[src/rtl/cpu_settings.svh]
`ifndef CPU_SETTINGS_SVH
`define CPU_SETTINGS_SVH

// instruction word as seen on the instruction memory output
`define INSTR_WIDTH 16

// register file has sixteen 8-bit registers
`define REG_SEL_WIDTH 4

// stack pointer lives in the r14/r15 pair
`define SP_LOW_REG 14

// number of sequencer steps
`define STEP_COUNT 5

`endif

[src/rtl/isaPkg.sv]
`include "cpu_settings.svh"

package isaPkg;

    typedef enum logic [4:0] {
        aluImm,     // R-I, includes LDI
        ioIn,
        ioOut,
        aluReg,     // R-R and R
        pairMem,    // R-RP load/store
        pairOp,     // RP inc, dec, indirect jump
        jmp,
        call,
        ret,
        halt,
        nop
    } instrClass_t;

    // condition field, bits 15:13
    typedef enum logic [2:0] {
        condAlways    = 3'd0,
        condCarrySet  = 3'd1,
        condCarryClr  = 3'd2,
        condZeroSet   = 3'd3,
        condZeroClr   = 3'd4,
        condNegSet    = 3'd5,
        condNegClr    = 3'd6,
        condAlwaysAlt = 3'd7
    } cond_t;

    typedef struct packed {
        logic carry;
        logic zero;
        logic negative;
    } flags_t;

    typedef struct packed {
        instrClass_t                opClass;
        logic                       condMet;
        logic [`REG_SEL_WIDTH-1:0] dest;    // bits 15:12
        logic [`REG_SEL_WIDTH-1:0] src;     // bits 11:8
        logic [2:0]                 pair;    // bits 11:9
        logic [4:0]                 subOp;   // bits 7:3
        logic [2:0]                 immOp;   // bits 3:1
    } decodedInstr_t;

endpackage

[src/rtl/ctlPkg.sv]
`include "cpu_settings.svh"

package ctlPkg;

    typedef enum logic [$clog2(`STEP_COUNT)-1:0] {
        stepExec,       // first cycle of every instruction
        stepIoWait,     // data comes back from memory/IO
        stepJmpTarget,  // target word on iMemOut
        stepCallHigh,   // second push of a call
        stepRetHigh     // last ret cycle
    } step_t;

    typedef enum logic [1:0] {
        regSrcAlu = 2'b00,
        regSrcMem = 2'b10
    } regSrc_t;

    typedef enum logic [1:0] {
        bSrcReg    = 2'b00,
        bSrcNibble = 2'b01,  // {4'd0, iMemOut[11:8]}
        bSrcByte   = 2'b10   // iMemOut[11:4]
    } aluBSrc_t;

    typedef enum logic [1:0] {
        dataPcHigh = 2'b00,
        dataPcLow  = 2'b01,
        dataAlu    = 2'b10
    } memDataSrc_t;

    typedef enum logic [1:0] {
        addrPair        = 2'b00,
        addrPort        = 2'b01,  // 8-bit port number from the word
        addrPairPlusOne = 2'b10
    } memAddrSrc_t;

    typedef enum logic [2:0] {
        fetchPcPlusOne = 3'b000,  // skips the word after this one
        fetchPc        = 3'b001,
        fetchInstrWord = 3'b011,
        fetchPair      = 3'b100,
        fetchReturn    = 3'b101   // return register and memory data
    } fetchAddrSrc_t;

    typedef struct packed {
        regSrc_t                    src;
        logic [`REG_SEL_WIDTH-1:0] outBSelect;
        logic                       writeEnable;
        logic                       incPair;
        logic                       decPair;
    } regFileCtl_t;

    typedef struct packed {
        aluBSrc_t   srcBSelect;
        logic [3:0] mode;
        logic       flagEnable;
    } aluCtl_t;

    typedef struct packed {
        memDataSrc_t dataSelect;
        memAddrSrc_t addrSelect;
        logic        writeEn;
        logic        readEn;
    } memCtl_t;

    typedef struct packed {
        fetchAddrSrc_t addrSelect;
        logic          readEnable;
        logic          pcWriteEn;
    } fetchCtl_t;

endpackage

[src/rtl/instrDecoder.sv]
`timescale 1ns/1ns
`include "cpu_settings.svh"

module instrDecoder (
    input  logic [`INSTR_WIDTH-1:0] iMemOut,
    input  isaPkg::flags_t          flags,
    output isaPkg::decodedInstr_t   decoded
);

    logic [4:0]          subOp;
    logic [2:0]          lowBits;
    isaPkg::cond_t       cond;
    isaPkg::instrClass_t opClass;
    logic                condMet;

    assign subOp   = iMemOut[7:3];
    assign lowBits = iMemOut[2:0];
    assign cond    = isaPkg::cond_t'(iMemOut[15:13]);

    // first match wins
    always_comb begin
        if (iMemOut[0] && iMemOut[3:1] != 3'b111) begin
            opClass = isaPkg::aluImm;
        end else if (lowBits == 3'b010) begin
            opClass = isaPkg::ioIn;
        end else if (lowBits == 3'b100) begin
            opClass = isaPkg::ioOut;
        end else if (lowBits != 3'b000) begin
            opClass = isaPkg::nop;
        end else if (subOp >= 5'd1 && subOp <= 5'd12) begin
            opClass = isaPkg::aluReg;
        end else if (subOp >= 5'd13 && subOp <= 5'd18) begin
            opClass = isaPkg::pairMem;
        end else if (subOp >= 5'd19 && subOp <= 5'd21) begin
            opClass = isaPkg::pairOp;
        end else if (subOp == 5'd22) begin
            opClass = isaPkg::jmp;
        end else if (subOp == 5'd23) begin
            opClass = isaPkg::call;
        end else if (subOp == 5'd24) begin
            opClass = isaPkg::ret;
        end else if (subOp == 5'd29) begin
            opClass = isaPkg::halt;
        end else begin
            opClass = isaPkg::nop;  // 0, 25..28 and 30, 31
        end
    end

    always_comb begin
        case (cond)
            isaPkg::condCarrySet: condMet = flags.carry;
            isaPkg::condCarryClr: condMet = ~flags.carry;
            isaPkg::condZeroSet:  condMet = flags.zero;
            isaPkg::condZeroClr:  condMet = ~flags.zero;
            isaPkg::condNegSet:   condMet = flags.negative;
            isaPkg::condNegClr:   condMet = ~flags.negative;
            default:              condMet = 1'b1;  // both always codes
        endcase
    end

    assign decoded.opClass = opClass;
    assign decoded.condMet = condMet;
    assign decoded.dest    = iMemOut[15:12];
    assign decoded.src     = iMemOut[11:8];
    assign decoded.pair    = iMemOut[11:9];
    assign decoded.subOp   = subOp;
    assign decoded.immOp   = iMemOut[3:1];

endmodule

[src/rtl/stepSequencer.sv]
`timescale 1ns/1ns

module stepSequencer (
    input  logic                  clk,
    input  logic                  rstN,
    input  isaPkg::decodedInstr_t decoded,
    output ctlPkg::step_t         step
);

    ctlPkg::step_t nextStep;
    logic          isPairLoad;

    // loads are the upper half of the R-RP range
    assign isPairLoad = (decoded.opClass == isaPkg::pairMem) && decoded.subOp[4];

    always_ff @(posedge clk or negedge rstN) begin
        if (!rstN) begin
            step <= ctlPkg::stepExec;
        end else begin
            step <= nextStep;
        end
    end

    always_comb begin
        nextStep = ctlPkg::stepExec;  // single-cycle unless noted
        case (step)
            ctlPkg::stepExec: begin
                if (decoded.opClass == isaPkg::ioIn || isPairLoad) begin
                    nextStep = ctlPkg::stepIoWait;
                end else if (decoded.condMet) begin
                    case (decoded.opClass)
                        isaPkg::jmp:  nextStep = ctlPkg::stepJmpTarget;
                        isaPkg::call: nextStep = ctlPkg::stepCallHigh;
                        isaPkg::ret:  nextStep = ctlPkg::stepIoWait;
                        default:      nextStep = ctlPkg::stepExec;
                    endcase
                end
            end
            ctlPkg::stepIoWait: begin
                // ret pops a second byte
                if (decoded.opClass == isaPkg::ret) begin
                    nextStep = ctlPkg::stepRetHigh;
                end
            end
            default: nextStep = ctlPkg::stepExec;
        endcase
    end

endmodule

[src/rtl/controlWordDecode.sv]
`timescale 1ns/1ns
`include "cpu_settings.svh"

module controlWordDecode (
    input  isaPkg::decodedInstr_t decoded,
    input  ctlPkg::step_t         step,
    output ctlPkg::regFileCtl_t   regFileCtl,
    output ctlPkg::aluCtl_t       aluCtl,
    output ctlPkg::memCtl_t       memCtl,
    output ctlPkg::fetchCtl_t     fetchCtl
);

    localparam logic [3:0] aluPassB = 4'b0000;
    localparam logic [3:0] aluPassA = 4'b1101;
    localparam logic [`REG_SEL_WIDTH-1:0] spLowReg = `SP_LOW_REG;

    logic [`REG_SEL_WIDTH-1:0] pairLowReg;
    logic                      pairInc;
    logic                      pairDec;

    assign pairLowReg = {decoded.pair, 1'b0};  // even register of the pair

    // R-RP: 13/16 plain, 14/17 increment, 15/18 decrement
    assign pairInc = (decoded.subOp == 5'd14) || (decoded.subOp == 5'd17);
    assign pairDec = (decoded.subOp == 5'd15) || (decoded.subOp == 5'd18);

    always_comb begin
        regFileCtl.src         = ctlPkg::regSrcAlu;
        regFileCtl.outBSelect  = decoded.dest;
        regFileCtl.writeEnable = 1'b0;
        regFileCtl.incPair     = 1'b0;
        regFileCtl.decPair     = 1'b0;
        aluCtl.srcBSelect      = ctlPkg::bSrcReg;
        aluCtl.mode            = aluPassB;
        aluCtl.flagEnable      = 1'b0;
        memCtl.dataSelect      = ctlPkg::dataAlu;
        memCtl.addrSelect      = ctlPkg::addrPair;
        memCtl.writeEn         = 1'b0;
        memCtl.readEn          = 1'b0;
        fetchCtl.addrSelect    = ctlPkg::fetchPc;
        fetchCtl.readEnable    = 1'b1;
        fetchCtl.pcWriteEn     = 1'b1;

        case (step)
            ctlPkg::stepExec: begin
                case (decoded.opClass)
                    isaPkg::aluImm: begin
                        regFileCtl.writeEnable = 1'b1;
                        aluCtl.srcBSelect      = ctlPkg::bSrcByte;
                        aluCtl.mode            = {1'b0, decoded.immOp};
                        aluCtl.flagEnable      = (decoded.immOp != 3'b000);  // not on LDI
                    end
                    isaPkg::ioIn: begin
                        regFileCtl.src      = ctlPkg::regSrcMem;
                        memCtl.addrSelect   = ctlPkg::addrPort;
                        memCtl.readEn       = 1'b1;
                        fetchCtl.readEnable = 1'b0;
                        fetchCtl.pcWriteEn  = 1'b0;
                    end
                    isaPkg::ioOut: begin
                        memCtl.addrSelect = ctlPkg::addrPort;
                        memCtl.writeEn    = 1'b1;  // dest register via ALU pass B
                    end
                    isaPkg::aluReg: begin
                        regFileCtl.outBSelect  = decoded.src;
                        regFileCtl.writeEnable = 1'b1;
                        aluCtl.mode            = decoded.subOp[3:0];
                        aluCtl.flagEnable      = 1'b1;
                    end
                    isaPkg::pairMem: begin
                        regFileCtl.outBSelect = pairLowReg;
                        aluCtl.mode           = aluPassA;
                        if (decoded.subOp[4]) begin
                            regFileCtl.src      = ctlPkg::regSrcMem;
                            memCtl.readEn       = 1'b1;
                            fetchCtl.readEnable = 1'b0;
                            fetchCtl.pcWriteEn  = 1'b0;
                        end else begin
                            memCtl.writeEn     = 1'b1;
                            regFileCtl.incPair = pairInc;
                            regFileCtl.decPair = pairDec;
                        end
                    end
                    isaPkg::pairOp: begin
                        regFileCtl.outBSelect = pairLowReg;
                        regFileCtl.incPair    = (decoded.subOp == 5'd19);
                        regFileCtl.decPair    = (decoded.subOp == 5'd20);
                        if (decoded.subOp == 5'd21 && decoded.condMet) begin
                            fetchCtl.addrSelect = ctlPkg::fetchPair;
                        end
                    end
                    isaPkg::jmp: begin
                        if (decoded.condMet) begin
                            fetchCtl.pcWriteEn = 1'b0;  // target word comes next
                        end else begin
                            fetchCtl.addrSelect = ctlPkg::fetchPcPlusOne;
                        end
                    end
                    isaPkg::call: begin
                        regFileCtl.outBSelect = spLowReg;
                        memCtl.dataSelect     = ctlPkg::dataPcLow;
                        if (decoded.condMet) begin
                            regFileCtl.decPair = 1'b1;
                            memCtl.writeEn     = 1'b1;  // push low byte first
                            fetchCtl.pcWriteEn = 1'b0;
                        end else begin
                            fetchCtl.addrSelect = ctlPkg::fetchPcPlusOne;
                        end
                    end
                    isaPkg::ret: begin
                        regFileCtl.outBSelect = spLowReg;
                        memCtl.addrSelect     = ctlPkg::addrPairPlusOne;
                        memCtl.readEn         = 1'b1;
                        if (decoded.condMet) begin
                            regFileCtl.incPair  = 1'b1;
                            fetchCtl.addrSelect = ctlPkg::fetchReturn;
                            fetchCtl.readEnable = 1'b0;
                            fetchCtl.pcWriteEn  = 1'b0;
                        end
                    end
                    isaPkg::halt: begin
                        fetchCtl.readEnable = 1'b0;
                        fetchCtl.pcWriteEn  = 1'b0;
                    end
                    default: ;  // nop keeps the defaults
                endcase
            end
            ctlPkg::stepIoWait: begin
                case (decoded.opClass)
                    isaPkg::ioIn: begin
                        regFileCtl.src         = ctlPkg::regSrcMem;
                        regFileCtl.writeEnable = 1'b1;
                        memCtl.addrSelect      = ctlPkg::addrPort;
                        memCtl.readEn          = 1'b1;
                    end
                    isaPkg::pairMem: begin
                        regFileCtl.src         = ctlPkg::regSrcMem;
                        regFileCtl.outBSelect  = pairLowReg;
                        regFileCtl.writeEnable = 1'b1;
                        // pair moves once the data is taken
                        regFileCtl.incPair     = pairInc;
                        regFileCtl.decPair     = pairDec;
                        aluCtl.mode            = aluPassA;
                        memCtl.readEn          = 1'b1;
                    end
                    isaPkg::ret: begin
                        regFileCtl.outBSelect = spLowReg;
                        regFileCtl.incPair    = 1'b1;
                        memCtl.addrSelect     = ctlPkg::addrPairPlusOne;
                        memCtl.readEn         = 1'b1;
                        fetchCtl.addrSelect   = ctlPkg::fetchReturn;
                        fetchCtl.readEnable   = 1'b0;
                        fetchCtl.pcWriteEn    = 1'b0;
                    end
                    default: ;
                endcase
            end
            ctlPkg::stepJmpTarget: begin
                fetchCtl.addrSelect = ctlPkg::fetchInstrWord;
            end
            ctlPkg::stepCallHigh: begin
                regFileCtl.outBSelect = spLowReg;
                regFileCtl.decPair    = 1'b1;
                memCtl.dataSelect     = ctlPkg::dataPcHigh;
                memCtl.writeEn        = 1'b1;
                fetchCtl.addrSelect   = ctlPkg::fetchInstrWord;
            end
            ctlPkg::stepRetHigh: begin
                regFileCtl.outBSelect = spLowReg;
                memCtl.addrSelect     = ctlPkg::addrPairPlusOne;
                memCtl.readEn         = 1'b1;
                fetchCtl.addrSelect   = ctlPkg::fetchReturn;
            end
            default: ;
        endcase
    end

endmodule

[src/rtl/cpuControl.sv]
`timescale 1ns/1ns
`include "cpu_settings.svh"

module cpuControl (
    input  logic                    clk,
    input  logic                    rstN,
    input  logic [`INSTR_WIDTH-1:0] iMemOut,
    input  isaPkg::flags_t          flags,
    output ctlPkg::regFileCtl_t     regFileCtl,
    output ctlPkg::aluCtl_t         aluCtl,
    output ctlPkg::memCtl_t         memCtl,
    output ctlPkg::fetchCtl_t       fetchCtl
);

    isaPkg::decodedInstr_t decoded;
    ctlPkg::step_t         step;

    instrDecoder u_instrDecoder (
        .iMemOut (iMemOut),
        .flags   (flags),
        .decoded (decoded)
    );

    stepSequencer u_stepSequencer (
        .clk     (clk),
        .rstN    (rstN),
        .decoded (decoded),
        .step    (step)
    );

    controlWordDecode u_controlWordDecode (
        .decoded    (decoded),
        .step       (step),
        .regFileCtl (regFileCtl),
        .aluCtl     (aluCtl),
        .memCtl     (memCtl),
        .fetchCtl   (fetchCtl)
    );

endmodule

[config.mk]
export PLATFORM = sky130hd
export DESIGN_NAME = cpuControl
export DESIGN_NICKNAME = d
export VERILOG_FILES = /design/src/rtl/isaPkg.sv /design/src/rtl/ctlPkg.sv /design/src/rtl/instrDecoder.sv /design/src/rtl/stepSequencer.sv /design/src/rtl/controlWordDecode.sv /design/src/rtl/cpuControl.sv
export VERILOG_INCLUDE_DIRS = /design/src /design/src/rtl
export SDC_FILE = /design/constraint.sdc
export NUM_CORES = 1
export LEC_CHECK = 0
export BUFFER_PORTS_ARGS = -buffer_cell sky130_fd_sc_hd__buf_2
export CORE_ASPECT_RATIO = 1.1
export CORE_MARGIN = 3
export CORE_UTILIZATION = 50
export CTS_BUF_LIST = sky130_fd_sc_hd__clkbuf_8 sky130_fd_sc_hd__clkbuf_16
export DETAILED_ROUTE_END_ITERATION = 10
export PLACE_DENSITY = 0.81
export SLEW_MARGIN = 20
export SYNTH_ARGS = -nofsm -noshare
export SYNTH_HDL_FRONTEND = slang
export SYNTH_SLANG_ARGS = --single-unit
export TNS_END_PERCENT = 50
[constraint.sdc]
create_clock -name clk -period 2.26 [get_ports clk]
set_input_delay 0.339 -clock clk [delete_from_list [all_inputs] [get_ports clk]]
set_output_delay 0.339 -clock clk [all_outputs]
set_load 0.05 [all_outputs]
==> impl_metrics.env, run 1 <==
export IMPL_netlist_instances=192
export IMPL_ys_flop_type="dfrtp_1"
export IMPL_syn_avg_cell_area_um2=6.60
export IMPL_cts_htree_levels=1
export IMPL_detailedPlacementHpwl_um=4960
export IMPL_die_height_um=58.8
export IMPL_clock_tree_root_cell="clkbuf_8"
export IMPL_post_cts_buffers=12
export IMPL_postCtsHoldBufs=1
export IMPL_port_buffers=45
export IMPL_pre_cts_slack_ns=-0.476
export IMPL_dieWidth_um=54.0
export IMPL_ctsLongestPathBuffers=2
export IMPL_synthTopCellsByCount="nand2_1, nor2_1, a21oi_1, nor3_1, o21ai_0"
export IMPL_synth_area_leader_cell="dfrtp_1"
export IMPL_cts_repair_resize_count=79
export IMPL_post_place_cells=316
export IMPL_synthesized_area_um2=1270
export IMPL_async_reset_ff_frac=1.00
export IMPL_synth_seq_cells=3
export IMPL_status="did not finish"
export IMPL_synth_most_common_cell="nand2_1"
export IMPL_synth_top_area_share=0.0592
export IMPL_placement_rows=18
export IMPL_ys_warnings_count=0
export IMPL_post_synth_edffs=0
export IMPL_tritoncts_num_buffers=3
export IMPL_haltStage="clock tree synthesis"
export IMPL_seq_area_frac_synth=0.0592
export IMPL_numClockSinks=3
export IMPL_place_gp_congestion=1.09
export IMPL_synth_top_cells_by_area="dfrtp_1, o211ai_1, a21oi_1"
export IMPL_synth_cell_type_count=58
export IMPL_start_util=0.546
export IMPL_io_pin_count=48
export IMPL_tool_error="[ERROR DPL-0038] Utilization greater than 100%, impossible to legalize"
==> stage by stage <==
step	util	cell area (um2)	setup TNS, ns	hold WS, ns
3_3_place_gp	0.914	2120	-4.01	0.132
3_5_place_dp	0.914	2120	-6.86	0.135
2_1_floorplan	-	1500	-2.49	0.0434
==> kinds of logic after synthesis <==
logic type | Yosys count | synth area share
simple gates | 83 | 0.363
compound gates | 80 | 0.471
buf+inv | 24 | 0.0958
flops | 3 | 0.0592
mux | 1 | 0.00790
other cells | 1 | 0.00296
==> run 2: changes to the inputs <==
Settings changed: CORE_AREA from default to 3 3 64 66, CORE_ASPECT_RATIO 1.1 to default, CORE_MARGIN 3 to default, CORE_UTILIZATION 50 to default, CTS_BUF_LIST sky130_fd_sc_hd__clkbuf_8 sky130_fd_sc_hd__clkbuf_16 to default, DIE_AREA from default to 0 0 67 69, PLACE_DENSITY 0.81 to default, PLACE_DENSITY_LB_ADDON from default to 0.15.
==> run 2 against run 1 <==
The flow now finishes, with violations (negative setup slack). Area after synthesis unchanged. Synthesized cell count unchanged.
==> impl_metrics.env, run 2 <==
export IMPL_status="finished with violations"
export IMPL_violations_in_the_final_reports="negative setup slack"
export IMPL_r2r_end="u_stepSequencer.step[2]"
export IMPL_layout_nets=340
export IMPL_criticalPathCategory="in -> out"
export IMPL_final_hold_violation_count=0
export IMPL_max_freq_mhz=404
export IMPL_final_max_slew_viol_count=0
export IMPL_ys_warnings_count=0
export IMPL_start_util=0.349
export IMPL_dieWidth_um=67
export IMPL_synth_top_cells_by_area="dfrtp_1, o211ai_1, a21oi_1"
export IMPL_switching_share=0.488
export IMPL_grt_first_pass_wirelength_um=9740
export IMPL_combined_global_route_utilization_of_all_metal_layers=0.258
export IMPL_largest_reg_flops=3
export IMPL_setup_worst_path_end_class="output port"
export IMPL_num_vias=2163
export IMPL_finalClockSkew_ns=0.00165
export IMPL_post_synth_mux_area_share=0.00790
export IMPL_cts_htree_levels=1
export IMPL_clock_power_share=0.150
export IMPL_worstRegToRegCells=6
export IMPL_final_antenna_net_count=0
export IMPL_synth_cell_type_count=58
export IMPL_first_pass_iters=4
export IMPL_cp_data_required_time_ns=1.92
export IMPL_placement_rows=22
export IMPL_clkLatencyLatePin_ns=0.22
export IMPL_seq_area_frac_synth=0.0592
export IMPL_reg_top3="u_stepSequencer.step (3)"
export IMPL_routed_via_density=5.91
export IMPL_place_gp_congestion=0.893
export IMPL_port_buffers=45
export IMPL_p_leak_nw=1.25
export IMPL_numClockSinks=3
export IMPL_io_pin_count=48
export IMPL_power_dens_cells_nw_per_um2=358
export IMPL_hold_slack_ns=0.455
export IMPL_drt_wl_total_um=6590
export IMPL_insertedDiodeCount=0
export IMPL_max_flop_register="u_stepSequencer.step"
export IMPL_ys_flop_type="dfrtp_1"
export IMPL_power_mw=1.05
export IMPL_power_combinational_fraction=0.789
export IMPL_critical_path_max_fanout=6
export IMPL_synth_top_family_by_area="compound AO/OA/AOI/OAI gates"
export IMPL_post_synth_edffs=0
export IMPL_p_sw_mw=0.511
export IMPL_fraction_of_final_layout_cells_sized_beyond_drive_strength_1=0.645
export IMPL_report_final_setup_viol=18
export IMPL_drc_errors=0
export IMPL_clock_tree_root_cell="clkbuf_8"
export IMPL_syn_avg_cell_area_um2=6.60
export IMPL_regToRegSetupSlack_ns=0.82
export IMPL_path_clk_slew_ns=0.03
export IMPL_post_route_cell_area_um2=2930
export IMPL_synth_most_common_cell="nand2_1"
export IMPL_wl_per_cell_um=18.0
export IMPL_design_core_area_um2=3630
export IMPL_floorplan_die_area_um2=4620
export IMPL_arrival_ns=2.13
export IMPL_synth_compound_area_share=0.471
export IMPL_yosys_area_share_xor_xnor=0
export IMPL_synth_top_area_share=0.0592
export IMPL_antenna_violations_before_repair=0
export IMPL_synthSimpleGateAreaFrac=0.363
export IMPL_min_period_over_period=1.09
export IMPL_tritoncts="done"
export IMPL_final_ws_setup_ns=-0.213
export IMPL_async_reset_ff_frac=1.00
export IMPL_detailedPlacementHpwl_um=4120
export IMPL_launch_instance_of_the_worst_register_to_register_path="u_stepSequencer.step[1]"
export IMPL_synth_adder_area_share=0
export IMPL_cap_violations=0
export IMPL_synthTopCellsByCount="nand2_1, nor2_1, a21oi_1, nor3_1, o21ai_0"
export IMPL_max_vdd_ir_drop_mv=0.221
export IMPL_netlist_instances=192
export IMPL_power_internal_mw=0.536
export IMPL_synth_seq_cells=3
export IMPL_post_layout_util=0.806
export IMPL_place_area_um2=2160
export IMPL_setup_repair_after_global_routing_missed_its_margin="yes"
export IMPL_setup_worst_path_start_class="input port"
export IMPL_synthesized_area_um2=1270
export IMPL_layout_common_cells="buf_4, buf_6, buf_2"
export IMPL_final_common_cell="buf_4"
export IMPL_power_frac_seq=0.061
export IMPL_die_height_um=69
export IMPL_holdCritPathClass="in -> async"
export IMPL_synth_area_leader_cell="dfrtp_1"
export IMPL_tritoncts_num_buffers=3
export IMPL_ctsLongestPathBuffers=2
export IMPL_global_route_overflow_total=0
export IMPL_vias_in_the_first_global_route=2117
export IMPL_finalCriticalPeriod_ns=2.47
export IMPL_area_growth_synth_to_final_pct=131
export IMPL_first_iter_violations=189
export IMPL_largest_net_degree_at_the_start_of_global_routing=11
-- run 2: routing by layer --
layer  GRT usage  routed length [um]  vias to the layer above
li1            -                   -                     1003
met1       0.330                2680                     1034
met2       0.445                3330                      103
met3      0.0212                 407                       23
met4      0.0811                 177                        0
met5           0                   0                        -
-- run 2: cell families after synthesis --
logic type,after synthesis
compound gates,80
mux,1
simple gates,83
flops,3
buf+inv,24
other cells,1
-- run 2: per-stage QoR --
stage | setup WS, ns | instances | setup TNS, ns
finish | -0.213 | 366 | -2.23
global route | -0.246 | 366 | -3.44
CTS | -0.181 | 353 | -1.21
detailed placement | -0.371 | 336 | -5.44
global placement | -0.326 | 336 | -5.04
floorplan | -0.298 | 193 | -2.49
-- run 2: worst max-delay path, stage by stage --
cell and delay, ns:
buf_12 0.10, buf_12 0.12, nor2_4 0.03, or3_4 0.37
a21o_1 0.22, a32o_2 0.27, a221oi_4 0.37, a31oi_4 0.13
buf_6 0.17
-- run 2: how the worst max path moves through the flow --
stage / startpoint / slack [ns] / endpoint / cells past startpoint
final: iMemOut[4] / -0.21 / fetchCtl[1] / 9
after global routing: iMemOut[3] / -0.25 / fetchCtl[1] / 9
after CTS: iMemOut[4] / -0.18 / fetchCtl[1] / 9
after detailed placement: iMemOut[4] / -0.37 / fetchCtl[2] / 11
after global placement: iMemOut[4] / -0.33 / fetchCtl[2] / 10
after floorplan: iMemOut[3] / -0.30 / regFileCtl[0] / 7
-- run 2: timing repair --
| item | in CTS | in global routing |
|---|---|---|
| hold buffers | 1 | 0 |
| buffers inserted | 12 | 14 |
| pin swaps | 32 | 36 |
| setup endpoints to repair | 22 | 22 |
| resized for setup | 84 | 49 |
| hold endpoints to repair | 3 | 0 |
-- run 2: area by class of cell --
type / count / area, um2
inverters: 7 / 26.3
fillers: 227 / 706
multi-input cells: 166 / 1520
repair buffers: 138 / 1210
clock buffers: 4 / 45.0
well taps: 48 / 60.1
flip-flops and latches: 3 / 75.1
-- run 2: power groups by stage --
stage | Sequential [mW] | Clock, mW | Combinational, mW
3_3_place_gp | 0.0636 | 0 | 0.613
3_5_place_dp | 0.0633 | 0 | 0.616
2_1_floorplan | 0.0594 | 0 | 0.431
6_report | 0.0639 | 0.157 | 0.827
4_1_cts | 0.0630 | 0.161 | 0.737
5_1_grt | 0.0641 | 0.170 | 0.868
Power figures use the tool's default switching activity.
==> run 3: changes to the inputs <==
Settings changed: RECOVER_POWER from default to 100, SKIP_LAST_GASP from default to 1.
==> run 3 against run 2 <==
Maximum frequency fell by 0.54%. Register-to-register slack got worse by 0.02 ns. Power fell by 3.8%. The run still ends with negative setup slack left. Critical path depth rose by 2. Worst hold slack improved by 0.011 ns. Largest power group unchanged. Global-route usage fell by 0.55 points. First-iteration DRC count fell by 7.9%.
==> impl_metrics.env, run 3 (synthesis gave the netlist of run 2 again) <==
export IMPL_holdCritPathClass="in -> async"
export IMPL_final_antenna_net_count=0
export IMPL_gr_usage_met2=0.442
export IMPL_setup_worst_path_end_class="output port"
export IMPL_vias_in_the_first_global_route=2067
export IMPL_p_leak_nw=1.19
export IMPL_fraction_of_final_layout_cells_sized_beyond_drive_strength_1=0.606
export IMPL_numClockSinks=3
export IMPL_place_area_um2=2160
export IMPL_tritoncts_num_buffers=3
export IMPL_detailedPlacementHpwl_um=4120
export IMPL_ctsLongestPathBuffers=2
export IMPL_io_pin_count=48
export IMPL_grt_most_used_layer="met2"
export IMPL_routed_via_density=5.86
export IMPL_insertedDiodeCount=0
export IMPL_placement_rows=22
export IMPL_reg_top3="u_stepSequencer.step (3)"
export IMPL_clkLatencyLatePin_ns=0.22
export IMPL_violations_in_the_final_reports="negative setup slack"
export IMPL_drc_errors=0
export IMPL_antenna_violations_before_repair=0
export IMPL_grt_first_pass_wirelength_um=9490
export IMPL_worst_max_slew_margin_expressed_relative_to_the_limit=0.601
export IMPL_grtUsageMet1=0.322
export IMPL_path_clk_slew_ns=0.03
export IMPL_slowest_delay_ns=0.29
export IMPL_finalClockSkew_ns=0.00194
export IMPL_global_route_overflow_total=0
export IMPL_post_route_cell_area_um2=2780
export IMPL_worstPathCellList="buf_8, mux2i_1, o221ai_2, a41oi_4, buf_4, buf_4, o211a_4, o21a_1, o21a_2, o21bai_4, buf_6"
export IMPL_layout_common_cells="buf_4, buf_6, buf_2"
export IMPL_critical_path_most_common_cell="buf_4"
export IMPL_combined_global_route_utilization_of_all_metal_layers=0.253
export IMPL_tritoncts="done"
export IMPL_port_buffers=45
export IMPL_pre_cts_slack_ns=-0.371
export IMPL_tightestPinTransition_ns=0.601
export IMPL_layout_area_seq_um2=75.1
export IMPL_report_final_setup_viol=22
export IMPL_cap_violations=0
export IMPL_floorplan_die_area_um2=4620
export IMPL_drt_wl_total_um=6460
export IMPL_largest_net_degree_at_the_start_of_global_routing=11
export IMPL_finalCriticalPeriod_ns=2.49
export IMPL_filler_cell_count=253
export IMPL_max_flop_register="u_stepSequencer.step"
export IMPL_criticalPathCategory="in -> out"
export IMPL_min_period_over_period=1.10
export IMPL_cp_data_required_time_ns=1.92
export IMPL_num_vias=2127
export IMPL_max_vdd_ir_drop_mv=0.222
export IMPL_cts_htree_levels=1
export IMPL_dieWidth_um=67
export IMPL_place_gp_congestion=0.893
export IMPL_design_core_area_um2=3630
export IMPL_first_pass_iters=4
export IMPL_hold_slack_ns=0.466
export IMPL_max_freq_mhz=402
export IMPL_layout_nets=337
export IMPL_power_dens_cells_nw_per_um2=363
export IMPL_setup_repair_after_global_routing_missed_its_margin="yes"
export IMPL_final_max_slew_viol_count=0
export IMPL_final_ws_setup_ns=-0.226
export IMPL_final_common_cell="buf_4"
export IMPL_critical_path_max_fanout=6
export IMPL_grt_met3_usage=0.0163
export IMPL_die_height_um=69
export IMPL_wl_per_cell_um=17.8
export IMPL_status="finished with violations"
export IMPL_setup_worst_path_start_class="input port"
export IMPL_start_util=0.349
export IMPL_area_growth_synth_to_final_pct=119
export IMPL_largest_reg_flops=3
export IMPL_final_hold_violation_count=0
export IMPL_clock_tree_root_cell="clkbuf_8"
export IMPL_cp_slowest_cell="o221ai_2"
export IMPL_multiInputGateArea_um2=1460
export IMPL_first_iter_violations=174
export IMPL_arrival_ns=2.15
## run 3: final timing paths
path                                         startpoint                      end  slack, ns  cells after the start
worst min register to register  u_stepSequencer.step[1]  u_stepSequencer.step[1]       0.83                      5
worst min-delay path                               rstN  u_stepSequencer.step[0]       0.47                      2
worst max-delay path                         iMemOut[6]                memCtl[0]      -0.23                     11
worst max register to register  u_stepSequencer.step[1]  u_stepSequencer.step[2]       0.80                      6
min in group clk                             iMemOut[7]  u_stepSequencer.step[0]       0.70                      5
max in group asynchronous                          rstN  u_stepSequencer.step[1]       1.64                      2
## run 3: repair_timing
action | CTS | global route
setup buffers | 12 | 11
setup endpoints to repair | 22 | 22
gates resized for setup | 70 | 30
hold buffers | 1 | 0
pin swaps | 29 | 16
endpoints found under the hold margin | 3 | 0
## run 3: layout make-up
cell class	instances	area share
Multi-Input combinational cell	166	0.527
Timing Repair Buffer	135	0.399
Sequential cell	3	0.0271
Tap cell	48	0.0216
Clock buffer	4	0.0162
Inverter	7	0.00947
## run 3: routing by layer
layer	share of wire	wire length, um	up-vias
met4	0.028	180	0
met5	0	0	-
li1	-	-	992
met2	0.51	3320	100
met3	0.059	379	15
met1	0.40	2580	1020
## run 3: where the power goes
part | switching (mW) | internal [mW]
logic | 0.454 | 0.334
registers | 0.00681 | 0.0562
clock network | 0.0370 | 0.120
## run 3: through the flow
stage               power (mW)  setup TNS, ns  instances  utilization
finish                    1.01          -2.78        363        0.764
global placement         0.676          -5.04        336        0.594
floorplan                0.490          -2.49        193            -
global route              1.06          -4.46        363        0.764
detailed placement       0.679          -5.44        336        0.594
CTS                      0.943          -1.84        353        0.709
## run 3: critical path: cells and delay by family
kind / cells / cell delay (ns)
buffers and inverters: 4 / 0.56
multiplexers: 1 / 0.12
AO/OA/AOI/OAI: 6 / 1.11
==> run 4: changes to the inputs <==
Settings changed: SYNTH_HIERARCHICAL from default to 1.
==> run 4 against run 3 <==
Register-to-register slack improved by 0.23 ns. Setup slack lost 0.30 ns. Design area fell by 9.4%. Clock-buffer cell count did not move. The flow still finishes with violations (negative setup slack). Highest routed layer unchanged. Via count shrank 6.6%. Area after synthesis up 10%. Critical path type unchanged. Global-route usage is 4.3 points lower.
==> impl_metrics.env, run 4 <==
export IMPL_status="finished with violations"
export IMPL_violations_in_the_final_reports="negative setup slack"
export IMPL_fraction_of_final_layout_cells_sized_beyond_drive_strength_1=0.543
export IMPL_tritoncts_num_buffers=3
export IMPL_layout_area_seq_um2=75.1
export IMPL_launch_instance_of_the_worst_register_to_register_path="u_stepSequencer/step[1]"
export IMPL_r2r_end="u_stepSequencer/step[0]"
export IMPL_io_pin_count=48
export IMPL_final_antenna_net_count=0
export IMPL_worst_max_slew_margin_expressed_relative_to_the_limit=0.607
export IMPL_synth_top_cells_by_area="buf_4, nor2_1, dfrtp_1"
export IMPL_synth_most_common_cell="nor2_1"
export IMPL_cap_violations=0
export IMPL_wl_per_cell_um=15.0
export IMPL_placement_rows=22
export IMPL_seq_area_frac_synth=0.0539
export IMPL_ctsLongestPathBuffers=2
export IMPL_syn_avg_cell_area_um2=6.36
export IMPL_combined_global_route_utilization_of_all_metal_layers=0.209
export IMPL_critical_path_max_fanout=5
export IMPL_holdCritPathClass="in -> async"
export IMPL_synth_seq_cells=3
export IMPL_antenna_violations_before_repair=0
export IMPL_finalClockSkew_ns=0.000359
export IMPL_place_gp_congestion=0.896
export IMPL_cts_htree_levels=1
export IMPL_filler_cell_count=293
export IMPL_port_buffers=45
export IMPL_final_max_slew_viol_count=0
export IMPL_cp_data_required_time_ns=1.92
export IMPL_routed_via_density=5.64
export IMPL_design_core_area_um2=3630
export IMPL_max_flop_register="u_stepSequencer/step"
export IMPL_largest_reg_flops=3
export IMPL_path_clk_slew_ns=0.03
export IMPL_layout_nets=326
export IMPL_regToRegSetupSlack_ns=1.03
export IMPL_report_final_setup_viol=24
export IMPL_synth_area_leader_cell="buf_4"
export IMPL_multiInputGateArea_um2=1330
export IMPL_first_iter_violations=232
export IMPL_global_route_overflow_total=0
export IMPL_final_ws_setup_ns=-0.522
export IMPL_power_internal_mw=0.415
export IMPL_final_instance_count_excl_fill=352
export IMPL_drc_errors=0
export IMPL_ys_flop_type="dfrtp_1"
export IMPL_area_growth_synth_to_final_pct=80.4
export IMPL_max_freq_mhz=359
export IMPL_max_vdd_ir_drop_mv=0.548
export IMPL_clkLatencyLatePin_ns=0.21
export IMPL_detailedPlacementHpwl_um=3510
export IMPL_die_height_um=69
export IMPL_reg_top3="u_stepSequencer/step (3)"
export IMPL_final_common_cell="buf_4"
export IMPL_clock_tree_root_cell="clkbuf_8"
export IMPL_tightestPinTransition_ns=0.592
export IMPL_floorplan_die_area_um2=4620
export IMPL_netlist_instances=219
export IMPL_synthTopCellsByCount="nor2_1, buf_4, nand2_1, nand3_1"
export IMPL_tritoncts="done"
export IMPL_synthesized_area_um2=1390
export IMPL_post_synth_edffs=0
export IMPL_ys_warnings_count=6
export IMPL_final_hold_violation_count=0
export IMPL_first_pass_iters=6
export IMPL_finalCriticalPeriod_ns=2.78
export IMPL_switching_share=0.463
export IMPL_power_combinational_fraction=0.725
export IMPL_power_frac_seq=0.075
export IMPL_vias_in_the_first_global_route=1742
export IMPL_setup_worst_path_start_class="input port"
export IMPL_dieWidth_um=67
export IMPL_layout_common_cells="buf_4, nor2_1, buf_6"
export IMPL_synth_top_area_share=0.124
export IMPL_synth_cell_type_count=63
export IMPL_setup_worst_path_end_class="output port"
export IMPL_p_leak_nw=1.08
export IMPL_post_place_cells=334
export IMPL_hold_slack_ns=0.473
export IMPL_grt_first_pass_wirelength_um=8000
export IMPL_clock_power_share=0.200
export IMPL_setup_repair_after_global_routing_missed_its_margin="yes"
export IMPL_num_vias=1987
export IMPL_start_util=0.384
export IMPL_numClockSinks=3
export IMPL_worstRegToRegCells=2
export IMPL_p_sw_mw=0.357
export IMPL_arrival_ns=2.44
export IMPL_insertedDiodeCount=0
export IMPL_largest_net_degree_at_the_start_of_global_routing=14
export IMPL_drt_wl_total_um=5270
export IMPL_power_dens_cells_nw_per_um2=307
export IMPL_min_period_over_period=1.23
export IMPL_async_reset_ff_frac=1.00
export IMPL_criticalPathCategory="in -> out"
## run 4: cell types whose count changed after synthesis, moves of 4 or more
cell,before,now
clkbuf_1,4,8
buf_4,6,23
a21oi_1,12,7
buf_2,7,3
o211ai_1,10,5
nor2_1,15,27
nand2b_1,7,0
nand3_1,3,12
## run 4: cell families (layout without fill, tap and decap cells)
logic type	after synthesis	count (layout)	synth area share
AO/OA/AOI/OAI	63	63	0.323
XOR/XNOR	3	3	0.0189
buffers and inverters	49	133	0.207
flip-flops	3	3	0.0539
multiplexers	2	2	0.0153
other	2	3	0.00539
AND/OR/NAND/NOR	97	97	0.376
## run 4: area by class of cell
cell class	count	share of cell area
sequential	3	0.0299
multi-input combinational	168	0.529
inverter	12	0.0189
timing repair buffer	117	0.381
tap	48	0.0239
clock buffer	4	0.0179
## run 4: how the worst max path moves through the flow
stage                    start            end  slack, ns  cells after the start
floorplan           iMemOut[3]  regFileCtl[5]      -1.35                      9
detailed placement  iMemOut[5]  regFileCtl[6]      -0.68                      9
global placement    iMemOut[5]  regFileCtl[6]      -0.62                      8
global route        iMemOut[4]  regFileCtl[5]      -0.61                      8
CTS                 iMemOut[4]  regFileCtl[6]      -0.60                      8
finish              iMemOut[4]  regFileCtl[6]      -0.52                      8
## run 4: power by group through the flow
stage               Combinational (mW)  Clock (mW)  Sequential (mW)
floorplan                        0.328           0           0.0569
global placement                 0.441           0           0.0580
detailed placement               0.443           0           0.0582
CTS                              0.503       0.159           0.0576
global route                     0.594       0.164           0.0583
finish                           0.560       0.155           0.0577
## run 4: routing by layer
layer	global-route usage	share of wire	up-vias
met3	0.0261	0.062	8
met1	0.301	0.42	918
met5	0	0	-
met4	0.0428	0.020	0
met2	0.330	0.50	96
li1	-	-	965
## run 4: metrics by stage
stage               cell area [um2]  power [mW]  worst slack [ns]   util  setup TNS, ns
floorplan                      1550       0.385             -1.35      -         -10.61
CTS                            2350       0.719            -0.599  0.646          -8.08
global placement               2010       0.499            -0.621  0.552         -10.65
detailed placement             2010       0.501            -0.680  0.552         -10.75
global route                   2510       0.816            -0.608  0.692          -9.74
finish                         2510       0.772            -0.522  0.692          -7.72
## run 4: critical path, cell delays in order
cell and delay [ns]:
buf_8 0.10, a221o_1 0.34, a32o_2 0.27, or4b_4 0.55, a31oi_4 0.16, o21ai_2 0.09
a222oi_1 0.33, buf_4 0.26
## run 4: what timing repair did
| action | CTS | global route |
|---|---|---|
| hold endpoints to repair | 3 | 0 |
| setup buffers | 8 | 6 |
| cloned | 1 | 0 |
| pin swaps | 24 | 15 |
| gates resized for setup | 61 | 36 |
| setup endpoints to repair | 24 | 24 |
| hold buffers | 1 | 0 |
